[src/include/wbs_macros.svh]
// address map, RAM size and millisecond divider macros for the board bus slaves
`ifndef WBS_MACROS_SVH
`define WBS_MACROS_SVH

// RAM slave geometry
// word address width, 8K words of 16 bits
`define WBS_RAM_AW        13

// RAM sits in the low 16K bytes
// bits 15:14 of the byte address must match this value
`define WBS_RAM_TOP_BITS  2'b00

// board register window
`define WBS_REG_BASE      16'o177700   // octal base as seen by the CPU
`define WBS_REG_SPAN_AW   4            // 16 byte window, low 4 address bits free

// display scan prescaler
// wb_clk cycles per millisecond tick at 50 MHz
`define WBS_MS_DIV        50000

// width of the button port on the board
`define WBS_BTN_W         4

// seven segment digit count on the board
`define WBS_DIGITS        6

// last digit index, the scan wraps here from digit 0
`define WBS_DIGIT_LAST    3'd5

`endif

[src/design/wbs_pkg.sv]
// bus vector typedefs and RAM acknowledge state enum
package wbs_pkg;

   // byte address from the master, 17 bits
   typedef logic [16:0] wb_adr_t;

   // bus data word
   typedef logic [15:0] wb_dat_t;

   // byte lane select, bit 0 is the low byte
   typedef logic [1:0] wb_sel_t;

   // scanned display digit index 0..5
   typedef logic [2:0] digit_t;

   // seven segment pattern, active low, bit 7 is the dot
   typedef logic [7:0] seg_t;

   // RAM read acknowledge sequencer
   // IDLE no read pending
   // WAIT registered read port is fetching
   // DONE read data valid, ack high
   typedef enum logic [1:0] {
      IDLE = 2'd0,
      WAIT = 2'd1,
      DONE = 2'd2
   } ram_ack_state_t;

endpackage

[src/design/wbs_decode.sv]
// address decoder with per-slave strobes, acknowledge OR and read data mux
`timescale 1ns/1ps
`include "wbs_macros.svh"

module wbs_decode
   import wbs_pkg::*;
(
   input  logic    cyc_i,          // master cycle
   input  logic    stb_i,          // master strobe
   input  wb_adr_t adr_i,          // master byte address
   input  logic    ram_ack_i,      // RAM slave ack
   input  logic    reg_ack_i,      // board register ack
   input  wb_dat_t ram_dat_i,      // RAM read data
   input  wb_dat_t reg_dat_i,      // board register read data
   output logic    ram_stb_o,      // strobe to RAM slave
   output logic    reg_stb_o,      // strobe to board registers
   output logic    ack_o,          // ack back to master
   output wb_dat_t dat_o           // read data back to master
);

   localparam wb_dat_t REG_BASE = `WBS_REG_BASE;

   logic    bus_req;               // active bus phase
   logic    ram_hit;
   logic    reg_hit;
   wb_dat_t ram_lane;
   wb_dat_t reg_lane;

   assign bus_req = cyc_i & stb_i;

   // window compare, bit 16 is not decoded
   assign ram_hit = (adr_i[15:14] == `WBS_RAM_TOP_BITS);
   assign reg_hit = (adr_i[15:`WBS_REG_SPAN_AW] == REG_BASE[15:`WBS_REG_SPAN_AW]);

   assign ram_stb_o = bus_req & ram_hit;
   assign reg_stb_o = bus_req & reg_hit;

   // unmapped address gets no strobe and never an ack
   assign ack_o = ram_ack_i | reg_ack_i;

   // AND-OR mux, zero when nothing strobed
   assign ram_lane = ram_stb_o ? ram_dat_i : '0;
   assign reg_lane = reg_stb_o ? reg_dat_i : '0;
   assign dat_o    = ram_lane | reg_lane;

endmodule

[config.mk]
export PLATFORM = sky130hd
export DESIGN_NAME = wbs_decode
export DESIGN_NICKNAME = d
export VERILOG_FILES = /design/src/design/wbs_pkg.sv /design/src/design/wbs_decode.sv
export VERILOG_INCLUDE_DIRS = /design/src /design/src/include
export SDC_FILE = /design/constraint.sdc
export NUM_CORES = 1
export LEC_CHECK = 0
export ABC_AREA = 1
export BUFFER_PORTS_ARGS = -buffer_cell sky130_fd_sc_hd__clkbuf_2
export CAP_MARGIN = 10
export CORE_AREA = 3 3 40 42
export DETAILED_ROUTE_END_ITERATION = 16
export DIE_AREA = 0 0 43 45
export PLACE_DENSITY_LB_ADDON = 0.2
export REMOVE_ABC_BUFFERS = 1
export SLEW_MARGIN = 20
export SYNTH_ARGS = -nofsm -noshare
export SYNTH_HDL_FRONTEND = slang
export SYNTH_SLANG_ARGS = --single-unit
[constraint.sdc]
create_clock -name vclk -period 1.4
set_input_delay 0.21 -clock vclk [all_inputs]
set_output_delay 0.21 -clock vclk [all_outputs]
set_load 0.01 [all_outputs]
======== Yosys cells after proc, flatten, opt, wreduce, memory -nomap -nowiden ========
Index checks and enable logic that the tools add are counted.
word-level totals
  logic and storage cells ................. 9
  bits in registers ....................... 0
  input bits .............................. 53
  output and inout bits ................... 19
cells by class
  reduce and logical (&&, ||, !) cells .... 1
  bitwise logic cells ..................... 5
  multiplexer cells ....................... 2
  equal/unequal tests ..................... 1
operators by type and width
  cell                                   number
  2-to-1 mux 16 bit                      2
  OR 16 bit                              1
  == test 12 bit, second input constant  1
  AND 1 bit                              3
  zero test 2 bit                        1
  OR 1 bit                               1

======== Logic depth before layout (Yosys ltp) ========
Gate-level depths: netlist of the first run.
  word-level depth ........................ 4
  gate-level depth with buffers ........... 7
  mapped depth without buffers ............ 6

======== Least setup slack after synthesis of the first run ========
OpenSTA, ideal clock, no wires.
  path type ............................... input port to output port
  start point ............................. in cyc_i
  end point ............................... out dat_o[10]
  stages on the path ...................... 5
  setup slack ............................. 0.259 ns
  arrival time ............................ 0.931 ns
  data required time ...................... 1.190 ns
  buffers on the path ..................... 1
  cell sequence ........................... nand2_1 -> nor3_4 -> buf_2 -> nand2_1 -> nand2_1
on the way
  longest elaborated chain between the ends .. 4
  elaborated cells between the ends (all ways) .. 6
  those cells by class .................... mux (2); bitwise (4)
RTL lines
  element            line              source
  start, declared    wbs_decode.sv:8   input logic cyc_i,
  AND 1 bit          wbs_decode.sv:29  assign bus_req = cyc_i & stb_i;
  AND 1 bit          wbs_decode.sv:35  assign ram_stb_o = bus_req & ram_hit;
  net ram_stb_o      wbs_decode.sv:15  output logic ram_stb_o,
  2-to-1 mux 16 bit  wbs_decode.sv:42  assign ram_lane = ram_stb_o ? ram_dat_i : '0;
  OR 16 bit          wbs_decode.sv:44  assign dat_o = ram_lane | reg_lane;
  end, declared      wbs_decode.sv:18  output wb_dat_t dat_o
The timed path passes the listed nets, and every way through them passes these cells.

======== Final worst setup path of the first run ========
  start point ............................. in adr_i[14]
  end point ............................... out reg_stb_o
on the way
  longest elaborated chain between the ends .. 2
RTL lines
  element          line              source
  start, declared  wbs_decode.sv:10  input wb_adr_t adr_i,
  == test 12 bit   wbs_decode.sv:33  assign reg_hit = (adr_i[15:`WBS_REG_SPAN_AW] == REG_BASE[15:`WBS_REG_SPAN_AW]);
  AND 1 bit        wbs_decode.sv:36  assign reg_stb_o = bus_req & reg_hit;
  end, declared    wbs_decode.sv:16  output logic reg_stb_o,
No other way between the ends.

==> impl_metrics.csv, run 1 <==
group,metric,value,unit
logic_synthesis,yosys.area.top_type,"nand2_1",
global_route,antenna_found_initial,0,
drt,firstDrtPassIters,4,
critical_path,path_max_fanout,9,
place,place_hpwl,1210,microns
pwr,peakVddDrop,0.0000586,V
drt,vias_per_cell,4.26,
drt,first_iter_violations,5,
place,routabilityCongestion,0.682,
critical_path,crit_type,"input pin to output pin",
layout,diodes,0,
timing,slew_viol_final,0,
critical_path,required,1190,ps
floorplanning,die_y,45,microns
drt,num_vias,664,
timing,setup_viol,0,
global_route,track_usage,12.5,%
drt,wl_per_cell,8.67,microns
min_path,holdPathStages,3,
critical_path,slowest_stage,"buf_4",
timing,max_slew_margin,90.2,%
logic_synthesis,yosys_warnings,0,
global_route,grt_pass1_wl,2060,microns
drt,drc_errors,0,
logic_synthesis,synth_top_area_share,42.9,%
floorplanning,ioPinCount,72,
layout,syn_to_final_growth,107,%
drt,drt_wl_total,1350,microns
status,status,"finished, final reports clean",
critical_path,cp_data_arrival_time,1040,ps
critical_path,critical_path.most_common_cell,"clkbuf_2",
timing,finalCriticalPeriod,1250,ps
critical_path,cp-start-kind,"input pin",
layout,nFlopsAndLatches,0,
timing,fin_crit_sh,89.5,%
cts,cts_resized,0,
min_path,holdPathEnd,"ack_o",
global_route,grt_overflow,0,
floorplanning,die-area,0.00194,sq mm
timing,tns,0,ps
logic_synthesis,avgSynthCellArea,4.93,sq um
timing,hold_ws,689,ps
pwr,powerDensity,150,mW/mm^2
floorplanning,start_util,27.3,%
drt,final_antenna_net_count,0,
global_route,grt_pass1_vias,573,
global_route,grt_max_degree,13,
floorplanning,coreArea,0.00128,sq mm
layout,drive_above_1_share,58.9,%
timing,max_freq,0.798,GHz
min_path,hold_start,"ram_ack_i",
logic_synthesis,synthTopCellsByArea,"nand2_1 43%, nand3_1 17%, nand3_2 11%",
layout,nNetsFinal,196,
timing,grt_setup_unrepaired,"no",
layout,nFillCells,133,
cts,cts_hold_buf,0,
layout,num-clock-buffers,0,
run,drv_cap,0,
logic_synthesis,synth_area,350,sq um
critical_path,slowest_delay,170,ps
cts,cts_setup_buffers,0,
floorplanning,fp-row-count,13,
logic_synthesis,synth_most_common_cell,"nand2_1",
timing,tightest_slew,147,ps
logic_synthesis,syn-instance-count,71,
logic_synthesis,synth_cell_types,14,
logic_synthesis,netlist_top_cells_count,"40 x nand2_1, 12 x nand3_1, 5 x inv_1",
logic_synthesis,yosysSeqAreaShare,0,%
floorplanning,die_w,43,microns
critical_path,cp-end-kind,"output pin",
timing,finalHoldViolCount,0,
layout,seq_area,0,sq um
critical_path,crit_chain,"clkbuf_2, nand2_1, inv_1, nand2_2, nor2_4, buf_4, and2_2, clkbuf_2",
place,numPortBuffers,67,
min_path,hold_class,"input pin to output pin",
pwr,p_leak,0.518,nW
==> kinds of logic after synthesis <==
group                  after synthesis  synth area share (%)
buffers and inverters                8                  12.1
AND/OR/NAND/NOR                     63                  87.9
==> worst max-delay path: cells and delay by family <==
family | cells | cell delay [ps]
and+or+nand+nor | 4 | 370
buffers and inverters | 4 | 470
==> worst max-delay path by stage <==
stage / start / end / slack [ps] / cells after the start
2_1_floorplan: adr_i[5] / reg_stb_o / 160 / 4
3_3_place_gp: adr_i[14] / reg_stb_o / 140 / 8
3_5_place_dp: adr_i[14] / dat_o[15] / 140 / 9
4_1_cts: adr_i[14] / reg_stb_o / 140 / 8
6_report: adr_i[14] / reg_stb_o / 150 / 8
5_1_grt: adr_i[14] / dat_o[7] / 70 / 9
==> routing by layer <==
metal  track usage (%)  wire length [microns]  vias up
met4             0.602                      0        0
li1                  -                      -      362
met5                 0                      0        -
met3             0.797                    149        0
met1              14.6                    505      269
met2              26.0                    697       33
==> metrics by stage <==
step	worst slack (ps)	util [%]	std cells	instance area, sq um	total power, W
floorplan	158	-	68	327	0.0000287
global placement	139	56.5	156	726	0.000109
detailed placement	142	56.5	156	726	0.000110
CTS	137	56.5	156	726	0.000111
global route	72.9	56.5	156	726	0.000123
finish	147	56.5	156	726	0.000109
==> power by group <==
part           internal [W]  switching [W]  leakage (nW)  total (W)
clock                     0              0             0          0
combinational     0.0000645      0.0000443         0.518   0.000109
sequential                0              0             0          0
==> cells in the final DEF, fill, tap and decap left out, types with 4 or more instances in the layout <==
cell / instances
clkbuf_2: 67
nand2_1: 40
nand3_1: 12
buf_4: 6
inv_1: 5
nand3_2: 4
==> layout make-up <==
class,count,area [sq um],area share (%)
inverters,5,18.8,2.59
multi-input cells,63,308,42.4
well taps,15,18.8,2.59
repair buffers,73,380,52.4
Power figures use the tool's default switching activity.
==> inputs of run 2 (changes only) <==
ABC_AREA = default   (was 1)
==> run 2 against run 1 <==
  * Largest cell class unchanged
  * The run now ends with negative setup slack left
  * Non-clock buffer count fell by 1
  * Final cell count down 29%
  * Sequential share of layout area stayed put
==> impl_metrics.csv, run 2 <==
group,metric,value,unit
drt,route.met3.wl,164,microns
logic_synthesis,synth_most_common_cell,"a22o_2",
cts,cts_setup_buffers,0,
timing,finalHoldViolCount,0,
layout,layout_common_cells,"52 x clkbuf_2, 9 x a22o_2, 8 x buf_6, 7 x a22o_1, 7 x buf_2",
pwr,p_leak,0.414,nW
global_route,grt_pass1_wl,1830,microns
drt,wl_per_cell,12.6,microns
drt,num_vias,535,
drt,drc_errors,0,
timing,max_freq,0.697,GHz
min_path,hold_class,"input pin to output pin",
layout,syn_to_final_growth,183,%
run,drv_cap,0,
timing,grt_setup_unrepaired,"yes",
logic_synthesis,synth_area,239,sq um
drt,vias_per_cell,4.86,
logic_synthesis,yosysSeqAreaShare,0,%
layout,drive_above_1_share,89.5,%
drt,final_antenna_net_count,0,
pwr,p_comb_share,100.0,%
critical_path,required,1190,ps
floorplanning,die_w,43,microns
drt,drt_wl_total,1390,microns
pwr,clkPwrFrac,0,%
floorplanning,ioPinCount,72,
status,status,"finished with violations",
cts,cts_hold_buf,0,
timing,final.setup.worst_slack,-35.2,ps
timing,slew_viol_final,0,
layout,nNetsFinal,150,
pwr,peakVddDrop,0.0000652,V
layout,nFlopsAndLatches,0,
timing,max_slew_margin,82.7,%
place,placedCellCount,110,
critical_path,crit_start,"adr_i[5]",
layout,final_common_cell,"clkbuf_2",
logic_synthesis,yosys.area.top_type,"a22o_2",
global_route,antenna_found_initial,0,
critical_path,cp-end-kind,"output pin",
logic_synthesis,yosys_warnings,0,
logic_synthesis,synth_top_area_share,37.7,%
layout,diodes,0,
global_route,grt_pass1_vias,487,
layout,stdcell_count,110,
pwr,swShare,35.1,%
timing,setup_viol,16,
drt,met1_length,423,microns
place,numPortBuffers,67,
layout,utilization,52.7,%
place,routabilityCongestion,0.706,
global_route,grt_max_degree,18,
drt,first_iter_violations,0,
timing,fin_crit_sh,103,%
floorplanning,fp-row-count,13,
floorplanning,die_y,45,microns
critical_path,path_max_fanout,17,
floorplanning,start_util,18.6,%
critical_path,cp-start-kind,"input pin",
logic_synthesis,synth_cell_types,10,
logic_synthesis,synthTopCellsByArea,"a22o_2 38%, a22o_1 26%, nor4_4 8.9%",
layout,seq_area,0,sq um
pwr,netSwitchingPower,0.0000399,W
logic_synthesis,avgSynthCellArea,9.56,sq um
drt,wl_met2,731,microns
timing,tightest_slew,257,ps
critical_path,cp_data_arrival_time,1230,ps
pwr,p_seq_share,0,%
logic_synthesis,netlist_top_cells_count,"9 x a22o_2, 7 x a22o_1, 2 x nand4b_1",
status,violations,"negative setup slack",
min_path,hold_start,"ram_ack_i",
place,place_hpwl,1200,microns
global_route,grt_overflow,0,
logic_synthesis,syn-instance-count,25,
timing,finalCriticalPeriod,1440,ps
critical_path,crit_end,"dat_o[10]",
floorplanning,die-area,0.00194,sq mm
layout,num-clock-buffers,0,
critical_path,crit_type,"input pin to output pin",
floorplanning,coreArea,0.00128,sq mm
global_route,track_usage,11.7,%
pwr,p_int,0.0000736,W
pwr,powerDensity,168,mW/mm^2
drt,maxUsedRoutingLayer,"met4",
drt,firstDrtPassIters,1,
==> run 2: cell count changes after synthesis, moves of 2 or more <==
| cell | change |
|---|---|
| nand2_1 | -39 |
| a22o_2 | +9 |
| a22o_1 | +7 |
| nand3_2 | -4 |
| inv_1 | -5 |
| nand4b_1 | +2 |
| nand3_1 | -12 |
==> run 2: power groups by stage <==
stage	Sequential [W]	Combinational (W)	Clock, W
after floorplan	0	0.0000248	0
after global placement	0	0.000108	0
after detailed placement	0	0.000109	0
after CTS	0	0.000110	0
after global routing	0	0.000123	0
final	0	0.000114	0
==> run 2: through the flow <==
step / setup TNS [ps] / total power (W) / instance area (sq um) / hold WS (ps) / setup slack [ps]
finish: -200 / 0.000114 / 677 / 691 / -35.2
global placement: -502 / 0.000108 / 627 / 689 / -46.3
CTS: -499 / 0.000110 / 627 / 691 / -47.6
floorplan: -2010 / 0.0000248 / 223 / 514 / -128
detailed placement: -520 / 0.000109 / 627 / 691 / -48.8
global route: -1070 / 0.000123 / 677 / 699 / -94.3
==> run 2: repair_timing <==
action	CTS	global route
setup endpoints to repair	16	16
gates resized for setup	0	24
pin swaps	1	1
==> run 2: area by class of cell <==
| type | instances | area, sq um |
|---|---|---|
| Fill cell | 139 | 608 |
| Multi-Input combinational cell | 23 | 223 |
| Tap cell | 15 | 18.8 |
| Timing Repair Buffer | 72 | 435 |
==> run 2: worst max-delay path: stages <==
cell and delay, ps:
clkbuf_2 70, nand4b_1 210, nor4_4 290, buf_12 180, a22o_2 140, clkbuf_2 120
==> run 2: kinds of logic (layout without fill, tap and decap cells) <==
group	count (synthesis)	after routing	synth area share, %
simple gates	7	7	29.8
buf+inv	2	72	6.80
compound gates	16	16	63.4
==> run 2: worst min-delay path by stage <==
| stage | to | slack (ps) | cells past startpoint |
|---|---|---|---|
| 2_1_floorplan | ram_stb_o | 510 | 1 |
| 3_3_place_gp | ack_o | 690 | 3 |
| 3_5_place_dp | ack_o | 690 | 3 |
| 4_1_cts | ack_o | 690 | 3 |
| 5_1_grt | ack_o | 700 | 3 |
| 6_report | ack_o | 690 | 3 |
==> run 2: routing by layer <==
layer / up-vias / GRT usage [%]
li1: 254 / -
met1: 234 / 11.9
met2: 41 / 25.4
met3: 6 / 1.59
met4: 0 / 1.20
met5: - / 0
