<file path="config.mk">
export PLATFORM = sky130hd
export DESIGN_NAME = wbs_led_scan
export DESIGN_NICKNAME = d
export VERILOG_FILES = /design/src/design/wbs_pkg.sv /design/src/design/wbs_led_scan.sv
export VERILOG_INCLUDE_DIRS = /design/src /design/src/include
export SDC_FILE = /design/constraint.sdc
export NUM_CORES = 1
export LEC_CHECK = 0
export BUFFER_PORTS_ARGS = -buffer_cell sky130_fd_sc_hd__buf_2
export CAP_MARGIN = 30
export CELL_PAD_IN_SITES_DETAIL_PLACEMENT = 0
export CELL_PAD_IN_SITES_GLOBAL_PLACEMENT = 1
export CORE_ASPECT_RATIO = 1.5
export CORE_MARGIN = 4
export CORE_UTILIZATION = 31
export DETAILED_ROUTE_END_ITERATION = 7
export PLACE_DENSITY_LB_ADDON = 0.1
export SYNTH_ARGS = -nofsm -noshare
export SYNTH_HDL_FRONTEND = slang
export SYNTH_SLANG_ARGS = --single-unit
</file>
<file path="constraint.sdc">
create_clock -name wb_clk -period 1.7 [get_ports wb_clk]
set_input_delay 0.255 -clock wb_clk [delete_from_list [all_inputs] [get_ports wb_clk]]
set_output_delay 0.255 -clock wb_clk [all_outputs]
set_load 0.1 [all_outputs]
</file>
<file path="src/include/wbs_macros.svh">
// address map, RAM size and millisecond divider macros for the board bus slaves
`ifndef WBS_MACROS_SVH
`define WBS_MACROS_SVH

// RAM slave geometry
// word address width, 8K words of 16 bits
`define WBS_RAM_AW        13

// RAM sits in the low 16K bytes
// bits 15:14 of the byte address must match this value
`define WBS_RAM_TOP_BITS  2'b00

// board register window
`define WBS_REG_BASE      16'o177700   // octal base as seen by the CPU
`define WBS_REG_SPAN_AW   4            // 16 byte window, low 4 address bits free

// display scan prescaler
// wb_clk cycles per millisecond tick at 50 MHz
`define WBS_MS_DIV        50000

// width of the button port on the board
`define WBS_BTN_W         4

// seven segment digit count on the board
`define WBS_DIGITS        6

// last digit index, the scan wraps here from digit 0
`define WBS_DIGIT_LAST    3'd5

`endif

</file>
<file path="src/design/wbs_pkg.sv">
// bus vector typedefs and RAM acknowledge state enum
package wbs_pkg;

   // byte address from the master, 17 bits
   typedef logic [16:0] wb_adr_t;

   // bus data word
   typedef logic [15:0] wb_dat_t;

   // byte lane select, bit 0 is the low byte
   typedef logic [1:0] wb_sel_t;

   // scanned display digit index 0..5
   typedef logic [2:0] digit_t;

   // seven segment pattern, active low, bit 7 is the dot
   typedef logic [7:0] seg_t;

   // RAM read acknowledge sequencer
   // IDLE no read pending
   // WAIT registered read port is fetching
   // DONE read data valid, ack high
   typedef enum logic [1:0] {
      IDLE = 2'd0,
      WAIT = 2'd1,
      DONE = 2'd2
   } ram_ack_state_t;

endpackage

</file>
<file path="src/design/wbs_led_scan.sv">
// millisecond prescaler, six digit scan counter and segment/digit drive
`timescale 1ns/1ps
`include "wbs_macros.svh"

module wbs_led_scan
   import wbs_pkg::*;
(
   input  logic                   wb_clk,
   input  logic                   rst_i,
   input  wb_dat_t                disp0_i,
   input  wb_dat_t                disp1_i,
   output seg_t                   hex_o,      // segments, active low
   output logic [`WBS_DIGITS-1:0] hsel_o      // digit select, active low
);

   localparam int unsigned MS_DIV = `WBS_MS_DIV;
   localparam int          PRE_W  = (MS_DIV > 1) ? $clog2(MS_DIV) : 1;
   localparam logic [PRE_W-1:0] PRE_LAST = PRE_W'(MS_DIV - 1);

   logic [PRE_W-1:0] pre_cnt;
   logic             ms_tick;    // one cycle per millisecond
   digit_t           digit_q;

   // prescaler, wraps at MS_DIV-1
   always_ff @(posedge wb_clk)
   begin
      if (rst_i)
      begin
         pre_cnt <= '0;
         ms_tick <= 1'b0;
      end
      else
      begin
         ms_tick <= (pre_cnt == PRE_LAST);
         pre_cnt <= (pre_cnt == PRE_LAST) ? '0 : pre_cnt + 1'b1;
      end
   end

   // scan walks down, 0 wraps to 5
   always_ff @(posedge wb_clk)
   begin
      if (rst_i)
         digit_q <= '0;
      else if (ms_tick)
         digit_q <= (digit_q == '0) ? `WBS_DIGIT_LAST : digit_q - 1'b1;
   end

   always_comb
   begin
      case (digit_q)
         3'd0:    hex_o = ~disp0_i[7:0];
         3'd1:    hex_o = ~disp0_i[15:8];
         3'd2:    hex_o = ~disp1_i[7:0];
         3'd3:    hex_o = ~disp1_i[15:8];
         default: hex_o = '1;                 // digits 4, 5 blank
      endcase
   end

   assign hsel_o = ~(`WBS_DIGITS'(1) << digit_q);  // one low bit

endmodule

</file>
Word level (Yosys, flattened, before mapping)
Index checks and enable logic that the tools add are counted.
{ "totals": {"register_bits": 20, "latch_bits": 0, "ramBits": 0, "mem_bits_ro": 0, "input_bits": 34, "out_inout_bits": 14, "wordCells": 19, "n_memories": 0} }
{ "classes": {"n_addsub": 2, "multipliers": 0, "div_mod_pow": 0, "order_cmp": 0, "n_eq_ne": 4, "shifts": 1, "muxes": 2, "bitwise": 5, "n_reduce_logical": 2} }
{ "op_table": {"columns": ["cell", "n"], "rows": [
  ["inverter 8 bit", 4],
  ["one-hot mux 8 bit (4 select lines)", 1],
  ["adder 16 x 1 -> 16 bit, second input constant", 1],
  ["== test 16 bit, second input constant", 1],
  ["== test 3 x 2 -> 1 bit, second input constant", 2],
  ["inverter 6 bit", 1],
  ["<< shifter 1 x 3 -> 6 bit, first input constant", 1],
  ["== test 3 x 1 -> 1 bit, second input constant", 1],
  ["logical NOT 3 bit", 1],
  ["2-to-1 mux 3 bit", 1],
  ["subtractor 3 x 1 -> 3 bit, second input constant", 1],
  ["OR reduction 2 bit", 1]
]} }

Depth between registers and ports, before layout
Gate-level depths: netlist of the first run.
{ "depth": {"depth_word": 2, "ltp_mapped": 6} }

Least setup slack after synthesis of the first run
OpenSTA, ideal clock, no wires.
{ "synth_path": {"path_kind": "register to output", "from": "reg digit_q[0]", "to": "out hex_o[1]", "arrival_ns": 2.217, "t_required_ns": 1.445, "setup_slack_ns": -0.772, "path_stages_with_launch": 5, "cell_sequence": "dfxtp_1 clkbuf_1 clkbuf_1 mux4_2 nand2b_1"} }
{ "synth_via": {"elab_chain_cells": 2, "word_cells_on_any_way": 5, "cone_classes": "eq/ne: 3; mux: 1; reduce/logical: 1"} }
{ "synth_lines": {"columns": ["element", "line_no", "text"], "rows": [
  ["start: declaration", "wbs_led_scan.sv:22", "digit_t digit_q;"],
  ["start signal: assignment", "wbs_led_scan.sv:45", "digit_q <= (digit_q == '0) ? `WBS_DIGIT_LAST : digit_q - 1'b1;"],
  ["== test 3 x 2 -> 1 bit, or another cell as far along", "wbs_led_scan.sv:50", "case (digit_q)"],
  ["one-hot mux 8 bit (4 select lines) (*)", "wbs_led_scan.sv:50", null],
  ["end: declaration", "wbs_led_scan.sv:12", "output seg_t hex_o,"]
]} }
Mark *: on every way between the ends. The rest lies on a longest branch, timed or not.

Final worst setup path of the first run
Same ends and word-level chain as after synthesis.

==> results of run 1 <==
## worst max path at each step
stage	to	cells after the start	start	slack [ns]
3_5_place_dp	pre_cnt[7]	4	pre_cnt[7]	-0.12
3_3_place_gp	pre_cnt[7]	4	pre_cnt[7]	-0.08
4_1_cts	hex_o[1]	4	digit_q[0]	-0.11
6_report	hex_o[1]	4	digit_q[0]	-0.09
5_1_grt	hex_o[3]	4	digit_q[0]	-0.16
2_1_floorplan	pre_cnt[12]	5	pre_cnt[7]	-0.07
## kinds of logic (layout without fill, tap and decap cells)
| kind of cell | Yosys count | count (layout) | synth area share (%) |
|---|---|---|---|
| adders and majority gates | 1 | 1 | 1.08 |
| xor gates and xnor gates | 15 | 15 | 11.3 |
| muxes | 8 | 8 | 15.6 |
| and+or+nand+nor | 64 | 65 | 32.0 |
| buffers and inverters | 9 | 73 | 4.32 |
| DFF | 20 | 20 | 34.6 |
| AOI/OAI and AO/OA | 2 | 2 | 1.19 |
## power by group through the flow
stage	clock network, mW	registers [mW]	logic [mW]
6_report	0.299	0.479	0.219
5_1_grt	0.326	0.479	0.228
4_1_cts	0.309	0.479	0.218
3_5_place_dp	0	0.490	0.214
3_3_place_gp	0	0.489	0.209
2_1_floorplan	0	0.490	0.124
## flip-flops by register name, indices dropped and copies added, names as in the netlist
register  cells
pre_cnt      16
ms_tick       1
digit_q       3
## through the flow
stage                     setup TNS (ns)  setup WS [ns]  instances  hold WS [ns]  util (%)
after global routing               -2.59         -0.155        226         0.277      54.1
after floorplan                   -0.636        -0.0658        119         0.324         -
after CTS                          -1.46         -0.107        224         0.269      51.9
after detailed placement           -1.35         -0.120        218         0.519      49.4
final                              -1.62        -0.0870        226         0.271      54.1
after global placement            -0.900        -0.0818        218         0.508      49.4
## worst reg2reg max path: stages (launching register included)
cell      delay [ns]
dfxtp_2         0.32
or4_4           0.52
or4_4           0.59
nand2b_4        0.19
nor2_1          0.05
## repair_timing
item / in CTS / in global routing
endpoints found under the setup margin: 25 / 26
endpoints found under the hold margin: 0 / 0
gates resized for setup: 9 / 16
buffers inserted: 2 / 2
pin swaps: 8 / 2
cloned: 1 / 0
## layout make-up
cell class,instances,area (µm²)
Clock buffer,3,41.3
Timing Repair Buffer,66,584
Inverter,4,15.0
Sequential cell,20,408
Tap cell,42,52.6
Multi-Input combinational cell,91,798
Fill cell,329,1610
## cell usage in the layout, fill, tap and decap left out, types with 3 or more instances in the layout
cell type	count
nor3_1	4
nor2_2	11
buf_12	13
dfxtp_2	6
nand3_1	5
nand2b_2	5
buf_6	3
nor2_4	3
nor2_1	10
nand4_1	3
nand2b_4	5
mux4_2	8
buf_2	34
nand2_1	4
buf_4	16
dfxtp_1	14
clkbuf_8	3
nor4_1	3
inv_1	4
xnor2_1	13
## per-layer routing
metal,global-route usage [%],share of wire (%),vias to the layer above
met3,2.48,8.3,2
met2,26.1,54,40
met5,0,0,-
li1,-,-,546
met1,13.4,37,512
met4,4.43,0.64,0
==> results.tsv, run 1 <==
metric	value	unit
finClkSkew	0.00535	ns
period_share	105	%
timing.rr.start	pre_cnt[7]	
placed_area	1740	µm²
finalWorstSetupSlack	-0.0870	ns
vias	1100	
final-max-slew-violation-count	0	
vdd_drop_max	455	µV
power	0.997	mW
antenna_found_initial	0	
synth_top_area_cell	dfxtp_1	
ctsRootBufferMaster	clkbuf_8	
drtPass1Iterations	4	
synth_nets	154	
critPathMaxStageDelay	0.53	ns
rsz0062_at_grt	true	
p_seq_share	48.0	%
syn_area	1160	µm²
critical_path.top_delay_family	multiplexers	
clk_latency	0.25	ns
synth_common_cells	dfxtp_1, nor2_1, xnor2_1	
yosysWarningCount	0	
cts_buffer_depth	2	
htreeDepth	1	
cts_buffers	3	
grt_pass1_wl	5210	µm
die_x	57.9	µm
p_per_area	525	nW/µm²
synth_top_area_share	34.6	%
routabilityCongestion	0.782	
drcViolationCount	0	
leakagePower	0.731	nW
overflow	0	
wire_per_inst	13.9	µm
tightest_slew	0.486	ns
critPathBufInv	2	
regToRegEndpoint	pre_cnt[3]	
viasPerCell	4.87	
cts_hold_buf	0	
ys_async_sr_fraction	0	%
design_area	1900	µm²
ant_nets	0	
dieArea	4800	µm²
cp_slowest_cell	mux4_2	
synth_area_leaders	dfxtp_1, mux4_2, xnor2_1	
hp-start	rst_i	
max_slew_margin	67.9	%
track_usage	13.4	%
nets	221	
cts_tree	built	
fmax	560	MHz
ys_ff_latch	20	
cp.required	1.44	ns
grt_pass1_vias	1208	
ys.flop_type	dfxtp_1	
hold_depth	2	
path_cells	buf_6 -> mux4_2 -> nand2b_4 -> buf_12	
end_kind	primary output	
p_sw_share	27.1	%
path_class	reg -> out	
status	complete, but fails checks	
finalCriticalPeriod	1.79	ns
grt_max_degree	16	
n_antenna_cell	0	
p_sw	0.270	mW
syn_area_per_cell	9.74	µm²
path_clk_slew	0.07	ns
power.internal	0.727	mW
initial_core_util	33.0	%
r2r_slack	-0.08	ns
hold_violations	0	
whs_endpoint	ms_tick	
violations	negative setup slack	
setup_violations	24	
clkPwrFrac	30.0	%
cts_sinks	20	
synth_edf_count	0	
drt-total-wl	3130	µm
portBuffers	47	
pwr-share-comb	21.9	%
die-height	82.9	µm
reg2reg_depth	4	
hold_class	in -> reg	
ys_types	26	
drt-initial-drc-count	44	
ios	48	
crit_fanout	8	
cap_violations	0	
critPathLaunchType	flip-flop	
arrival	1.53	ns
synthCells	119	
synth_most_common_cell	dfxtp_1	
drive_gt1_share	61.4	%
hpwlAfterDp	2480	µm
num_rows	26	
syn2layout_area_growth	63.9	%
synth_seq_area_share	34.6	%
coreArea	3510	µm²
No activity file was read; power rests on OpenSTA's default activity.
==> run 2: changes to the inputs <==
--- a/config.mk
+++ b/config.mk
@@ -15,5 +15,7 @@
 export CORE_UTILIZATION = 31
 export DETAILED_ROUTE_END_ITERATION = 7
+export GPL_TIMING_DRIVEN = 0
 export PLACE_DENSITY_LB_ADDON = 0.1
+export SLEW_MARGIN = 20
 export SYNTH_ARGS = -nofsm -noshare
 export SYNTH_HDL_FRONTEND = slang
==> constraint.sdc (replaced) <==
create_clock -name wb_clk -period 1.7 [get_ports wb_clk]
set_input_delay 0.255 -clock wb_clk [delete_from_list [all_inputs] [get_ports wb_clk]]
set_output_delay 0.255 -clock wb_clk [all_outputs]
set_load 0.005 [all_outputs]
==> run 2 against run 1 <==
Against the previous run: clock skew shrank 0.0021 ns; global-route usage is 0.57 points lower; critical path type is now reg -> reg; setup slack got worse by 0.023 ns; via count down 4.1%; register-to-register slack lost 0.03 ns; critical endpoint is now pre_cnt[15]; the flow still finishes with violations (negative setup slack); clock-buffer cell count is 1 higher; first-iteration DRC count fell by 32%; power down 6.1%.
==> results.tsv, run 2 (synthesized netlist as in run 1, its figures left out) <==
metric	value	unit	change
status	complete, but fails checks		
violations	negative setup slack		
max_slew_margin	77.2	%	+9.3 points
routed.top_layer	met4		
cp_slowest_cell	or4_4		
grt_pass1_wl	5060	µm	-2.9%
final_cell_mix	buf_2, xnor2_1, nor2_2, dfxtp_1, nand2b_1		
portBuffers	47		unchanged
wl_met3	241	µm	-6.9%
end_kind	flip-flop		
cp.required	1.85	ns	+0.41 ns
layout_commonest_cell	buf_2		
vdd_drop_max	472	µV	+3.7%
num_rows	26		unchanged
coreArea	3510	µm²	unchanged
ctsRootBufferMaster	clkbuf_8		
crit_top_cell	or4_4		
hold_violations	0		unchanged
syn2layout_area_growth	46.9	%	
htreeDepth	1		unchanged
drive_gt1_share	56.7	%	-4.7 points
drt-initial-drc-count	30		-32%
vias	1055		-4.1%
cts_buffers	3		unchanged
viasPerCell	4.80		-1.5%
fillers	353		+7.3%
grt_pass1_vias	1127		-6.7%
wire_per_inst	13.2	µm	-4.6%
met2_length	1570	µm	-7.5%
cts_hold_buf	0		unchanged
fmax	552	MHz	-1.3%
cts_sinks	20		unchanged
dieArea	4800	µm²	unchanged
finalCriticalPeriod	1.81	ns	+0.0230 ns
grt_max_degree	12		-4
top_regs	pre_cnt: 16 flops, digit_q: 3 flops, ms_tick: 1 flops		
top_register	pre_cnt		
routabilityCongestion	0.751		-3.9%
rsz0062_at_grt	true		
multi_input_area	757	µm²	-5.2%
overflow	0		unchanged
initial_core_util	33.0	%	unchanged
final_util	48.4	%	-5.6 points
drt-total-wl	2910	µm	-7.1%
crit_fanout	10		+2
path_clk_slew	0.07	ns	about the same
hold_class	in -> reg		
final-max-slew-violation-count	0		unchanged
critPathMaxStageDelay	0.54	ns	about the same
finClkSkew	0.00329	ns	-0.00206 ns
place_ws	-0.220	ns	-0.100 ns
tightest_slew	0.342	ns	-0.144 ns
arrival	1.96	ns	+0.43 ns
cap_violations	0		unchanged
track_usage	12.8	%	-0.57 points
cts_buffer_depth	2		unchanged
path_class	reg -> reg		
p_per_area	550	nW/µm²	+4.8%
largest_register_ffs	16		unchanged
seqCellArea	415	µm²	+1.8%
clk_latency	0.25	ns	about the same
n_antenna_cell	0		unchanged
ant_nets	0		unchanged
cts_tree	built		
nets	214		-3.2%
drtPass1Iterations	4		unchanged
path_cells	or4_4 -> or4_4 -> nand2b_4 -> buf_12 -> nor2_2		
wl_met1	1080	µm	-6.6%
whs	0.233	ns	-0.0384 ns
leakagePower	0.639	nW	-13%
ios	48		unchanged
critPathLaunchType	flip-flop		
finalWorstSetupSlack	-0.110	ns	-0.0230 ns
antenna_found_initial	0		unchanged
hpwlAfterDp	2270	µm	-8.3%
setup_violations	22		-8.3%
die_x	57.9	µm	unchanged
die-height	82.9	µm	unchanged
drcViolationCount	0		unchanged
period_share	106	%	+1.4 points
## run 2: changes by cell type in the layout (fill, tap and decap cells not counted), sizes merged
cell | before | now
buf | 66 | 57
clkbuf | 3 | 7
nand2b | 12 | 11
## run 2: area by class of cell
class                           count  share of cell area (%)
Clock buffer                        4                    3.24
Inverter                            4                   0.882
Buffer                              5                    4.63
Timing Repair Buffer               55                    19.3
Sequential cell                    20                    24.4
Tap cell                           42                    3.09
Multi-Input combinational cell     90                    44.5
## run 2: what timing repair did
action	4_1_cts	5_1_grt
setup buffers	7	1
cloned	0	0
endpoints found under the setup margin	29	26
resized for setup	18	16
pin swaps	2	3
## run 2: worst max-delay path, delay by kind of cell (launching register included)
kind	cells	cell delay, ns
buf+inv	1	0.14
flops	1	0.34
simple gates	4	1.22
## run 2: stage by stage
| stage | instances | TNS (ns) | power, mW | instance area [µm²] |
|---|---|---|---|---|
| after floorplan | 119 | -0.517 | 0.534 | 1160 |
| after global placement | 208 | -2.85 | 0.584 | 1450 |
| after detailed placement | 208 | -3.15 | 0.586 | 1450 |
| after CTS | 219 | -2.05 | 0.953 | 1650 |
| after global routing | 220 | -3.15 | 0.987 | 1700 |
| final | 220 | -1.73 | 0.936 | 1700 |
## run 2: power breakdown
group / switching, mW / internal [mW] / total [mW]
Clock: 0.150 / 0.206 / 0.356
Combinational: 0.0385 / 0.0645 / 0.103
Sequential: 0.00640 / 0.471 / 0.477
Total: 0.195 / 0.741 / 0.936
## run 2: worst paths after layout
path / startpoint / end / slack, ns / depth (start not counted)
hold / removal: rst_i / digit_q[0] / 0.23 / 2
hold reg to reg: pre_cnt[0] / pre_cnt[0] / 0.45 / 1
setup / recovery: pre_cnt[11] / pre_cnt[15] / -0.11 / 5
setup reg to reg: pre_cnt[11] / pre_cnt[15] / -0.11 / 5
## run 2: per-layer routing
| layer | vias up | global-route usage (%) |
|---|---|---|
| met1 | 477 | 14.0 |
| met5 | - | 0 |
| met3 | 2 | 2.33 |
| met4 | 0 | 3.80 |
| met2 | 42 | 24.1 |
| li1 | 534 | - |
==> run 3: changes to the inputs <==
- CAP_MARGIN: 30 -> not set
- CORE_ASPECT_RATIO: 1.5 -> not set
==> run 3 against run 2 <==
Against the previous run: the run still ends with negative setup slack left; critical path depth did not move; die area fell by 0.42%; combinational power rose by 5%; wire length fell by 3.2%; clock-buffer cell count fell by 1; fmax fell by 1.8%; final cell count rose by 3.2%; non-clock buffer count rose by 3; global-route usage fell by 0.41 points; clock skew fell by 0.00072 ns; critical path type unchanged; largest power group is now clock.
==> results.tsv, run 3 (synthesized netlist as in run 1, its figures left out) <==
metric	value	unit	change
hold_class	in -> reg		
finClkSkew	0.00257	ns	-0.000719 ns
portBuffers	47		unchanged
final-max-slew-violation-count	0		unchanged
cp.required	1.86	ns	about the same
p_seq_share	44.6	%	-6.4 points
p_per_area	614	nW/µm²	+12%
status	complete, but fails checks		
whs	0.210	ns	-0.0231 ns
die_x	69.1	µm	+19%
regToRegEndpoint	pre_cnt[13]		
grt_max_degree	13		+1
max_slew_margin	75.6	%	-1.6 points
final_cell_mix	buf_2, xnor2_1, nor2_2, dfxtp_1		
power.internal	0.853	mW	+15%
r2r_slack	-0.14	ns	-0.03 ns
grt_pass1_wl	4890	µm	-3.4%
cap_violations	0		unchanged
end_kind	flip-flop		
top_regs	pre_cnt: 16 flops, digit_q: 3 flops, ms_tick: 1 flops		
htreeDepth	1		unchanged
track_usage	12.4	%	-0.41 points
cp_slowest_cell	or4_4		
p_sw	0.211	mW	+8.2%
cts_tree	built		
ctsRootBufferMaster	clkbuf_8		
num_rows	21		-19%
place_ws	-0.211	ns	+0.00929 ns
drcViolationCount	0		unchanged
p_sw_share	19.8	%	-1.0 points
cts_buffer_depth	2		unchanged
overflow	0		unchanged
finalWorstSetupSlack	-0.143	ns	-0.0329 ns
timing.rr.start	pre_cnt[12]		
pwr-share-comb	10.1	%	-0.9 points
n_antenna_cell	0		unchanged
rsz0062_at_grt	true		
critPathLaunchType	flip-flop		
cts_buffers	3		unchanged
clk_latency	0.26	ns	about the same
layout_commonest_cell	buf_2		
crit_top_cell	or4_4		
drtPass1Iterations	4		unchanged
period_share	108	%	+1.9 points
hold_violations	0		unchanged
setup_violations	18		-18%
drt-total-wl	2820	µm	-3.2%
grt_pass1_vias	1011		-10%
cts_sinks	20		unchanged
path_cells	or4_4 -> or4_4 -> nand2b_4 -> clkbuf_16 -> nor2_2		
arrival	2.01	ns	+0.05 ns
dieArea	4780	µm²	-0.42%
ant_nets	0		unchanged
syn2layout_area_growth	49.6	%	
drive_gt1_share	55.8	%	-0.94 points
wire_per_inst	12.4	µm	-6.2%
coreArea	3470	µm²	-1.3%
violations	negative setup slack		
crit_fanout	5		-5
die-height	69.1	µm	-17%
setup-tns-final	-1.90	ns	-0.173 ns
drt-initial-drc-count	44		+47%
fillers	354		+0.28%
viasPerCell	4.67		-2.5%
antenna_found_initial	0		unchanged
largest_register_ffs	16		unchanged
leakagePower	0.655	nW	+2.6%
hpwlAfterDp	2170	µm	-4.5%
crit_path_end	pre_cnt[13]		
path_clk_slew	0.08	ns	about the same
cp-startpoint	pre_cnt[12]		
tightest_slew	0.366	ns	+0.0240 ns
vias	1061		+0.57%
reg2reg_depth	5		unchanged
critPathMaxStageDelay	0.55	ns	about the same
fmax	543	MHz	-1.8%
clkPwrFrac	45.2	%	+7.2 points
ios	48		unchanged
initial_core_util	33.4	%	+0.43 points
top_register	pre_cnt		
vdd_drop_max	496	µV	+4.9%
nets	217		+1.4%
routabilityCongestion	0.770		+2.4%
finalCriticalPeriod	1.84	ns	+0.0329 ns
path_class	reg -> reg		
run 3: worst min-delay path by stage:
stage	to	cells past startpoint	start	slack [ns]
2_1_floorplan	digit_q[0]	1	rst_i	0.32
3_3_place_gp	pre_cnt[0]	1	pre_cnt[0]	0.43
3_5_place_dp	pre_cnt[0]	1	pre_cnt[0]	0.43
4_1_cts	digit_q[0]	2	rst_i	0.22
5_1_grt	digit_q[0]	2	rst_i	0.23
6_report	digit_q[0]	2	rst_i	0.21
run 3: final cells by class:
cell class | instances | area, µm² | area share, %
flip-flops and latches | 20 | 417 | 24.0
repair buffers | 59 | 378 | 21.8
clock buffers | 3 | 41.3 | 2.38
plain buffers | 4 | 62.6 | 3.61
well taps | 46 | 57.6 | 3.32
clock inverters | 1 | 30.0 | 1.73
multi-input cells | 90 | 732 | 42.2
inverters | 4 | 15.0 | 0.866
run 3: stage by stage:
stage | area, µm² | total power, mW | utilization [%] | std cells
after floorplan | 1160 | 0.534 | - | 119
after global placement | 1460 | 0.583 | 42.0 | 212
after detailed placement | 1460 | 0.586 | 42.0 | 212
after CTS | 1670 | 1.07 | 48.1 | 223
after global routing | 1730 | 1.11 | 50.0 | 227
final | 1730 | 1.06 | 50.0 | 227
run 3: layer usage:
layer	global-route usage, %	wire length [µm]
met3	3.78	158
met2	18.2	1320
met4	3.90	34
met1	17.4	1300
met5	0	0
run 3: power by group through the flow:
stage                     sequential [mW]  clock, mW  combinational, mW
after global routing                0.476      0.520              0.118
final                               0.475      0.481              0.108
after detailed placement            0.491          0             0.0956
after global placement              0.490          0             0.0925
after CTS                           0.478      0.493              0.102
after floorplan                     0.490          0             0.0438
run 3: critical path: cells and delay by family (launching register included):
| family | cells | cell delay (ns) |
|---|---|---|
| buf+inv | 1 | 0.16 |
| flops | 1 | 0.36 |
| simple gates | 4 | 1.22 |
run 3: what timing repair did:
| action | in CTS | in global routing |
|---|---|---|
| pin swaps | 4 | 3 |
| setup endpoints to repair | 29 | 27 |
| setup buffers | 6 | 4 |
| resized for setup | 17 | 7 |
| hold endpoints to repair | 0 | 0 |
| gates cloned | 1 | 1 |
| hold buffers | 0 | 0 |
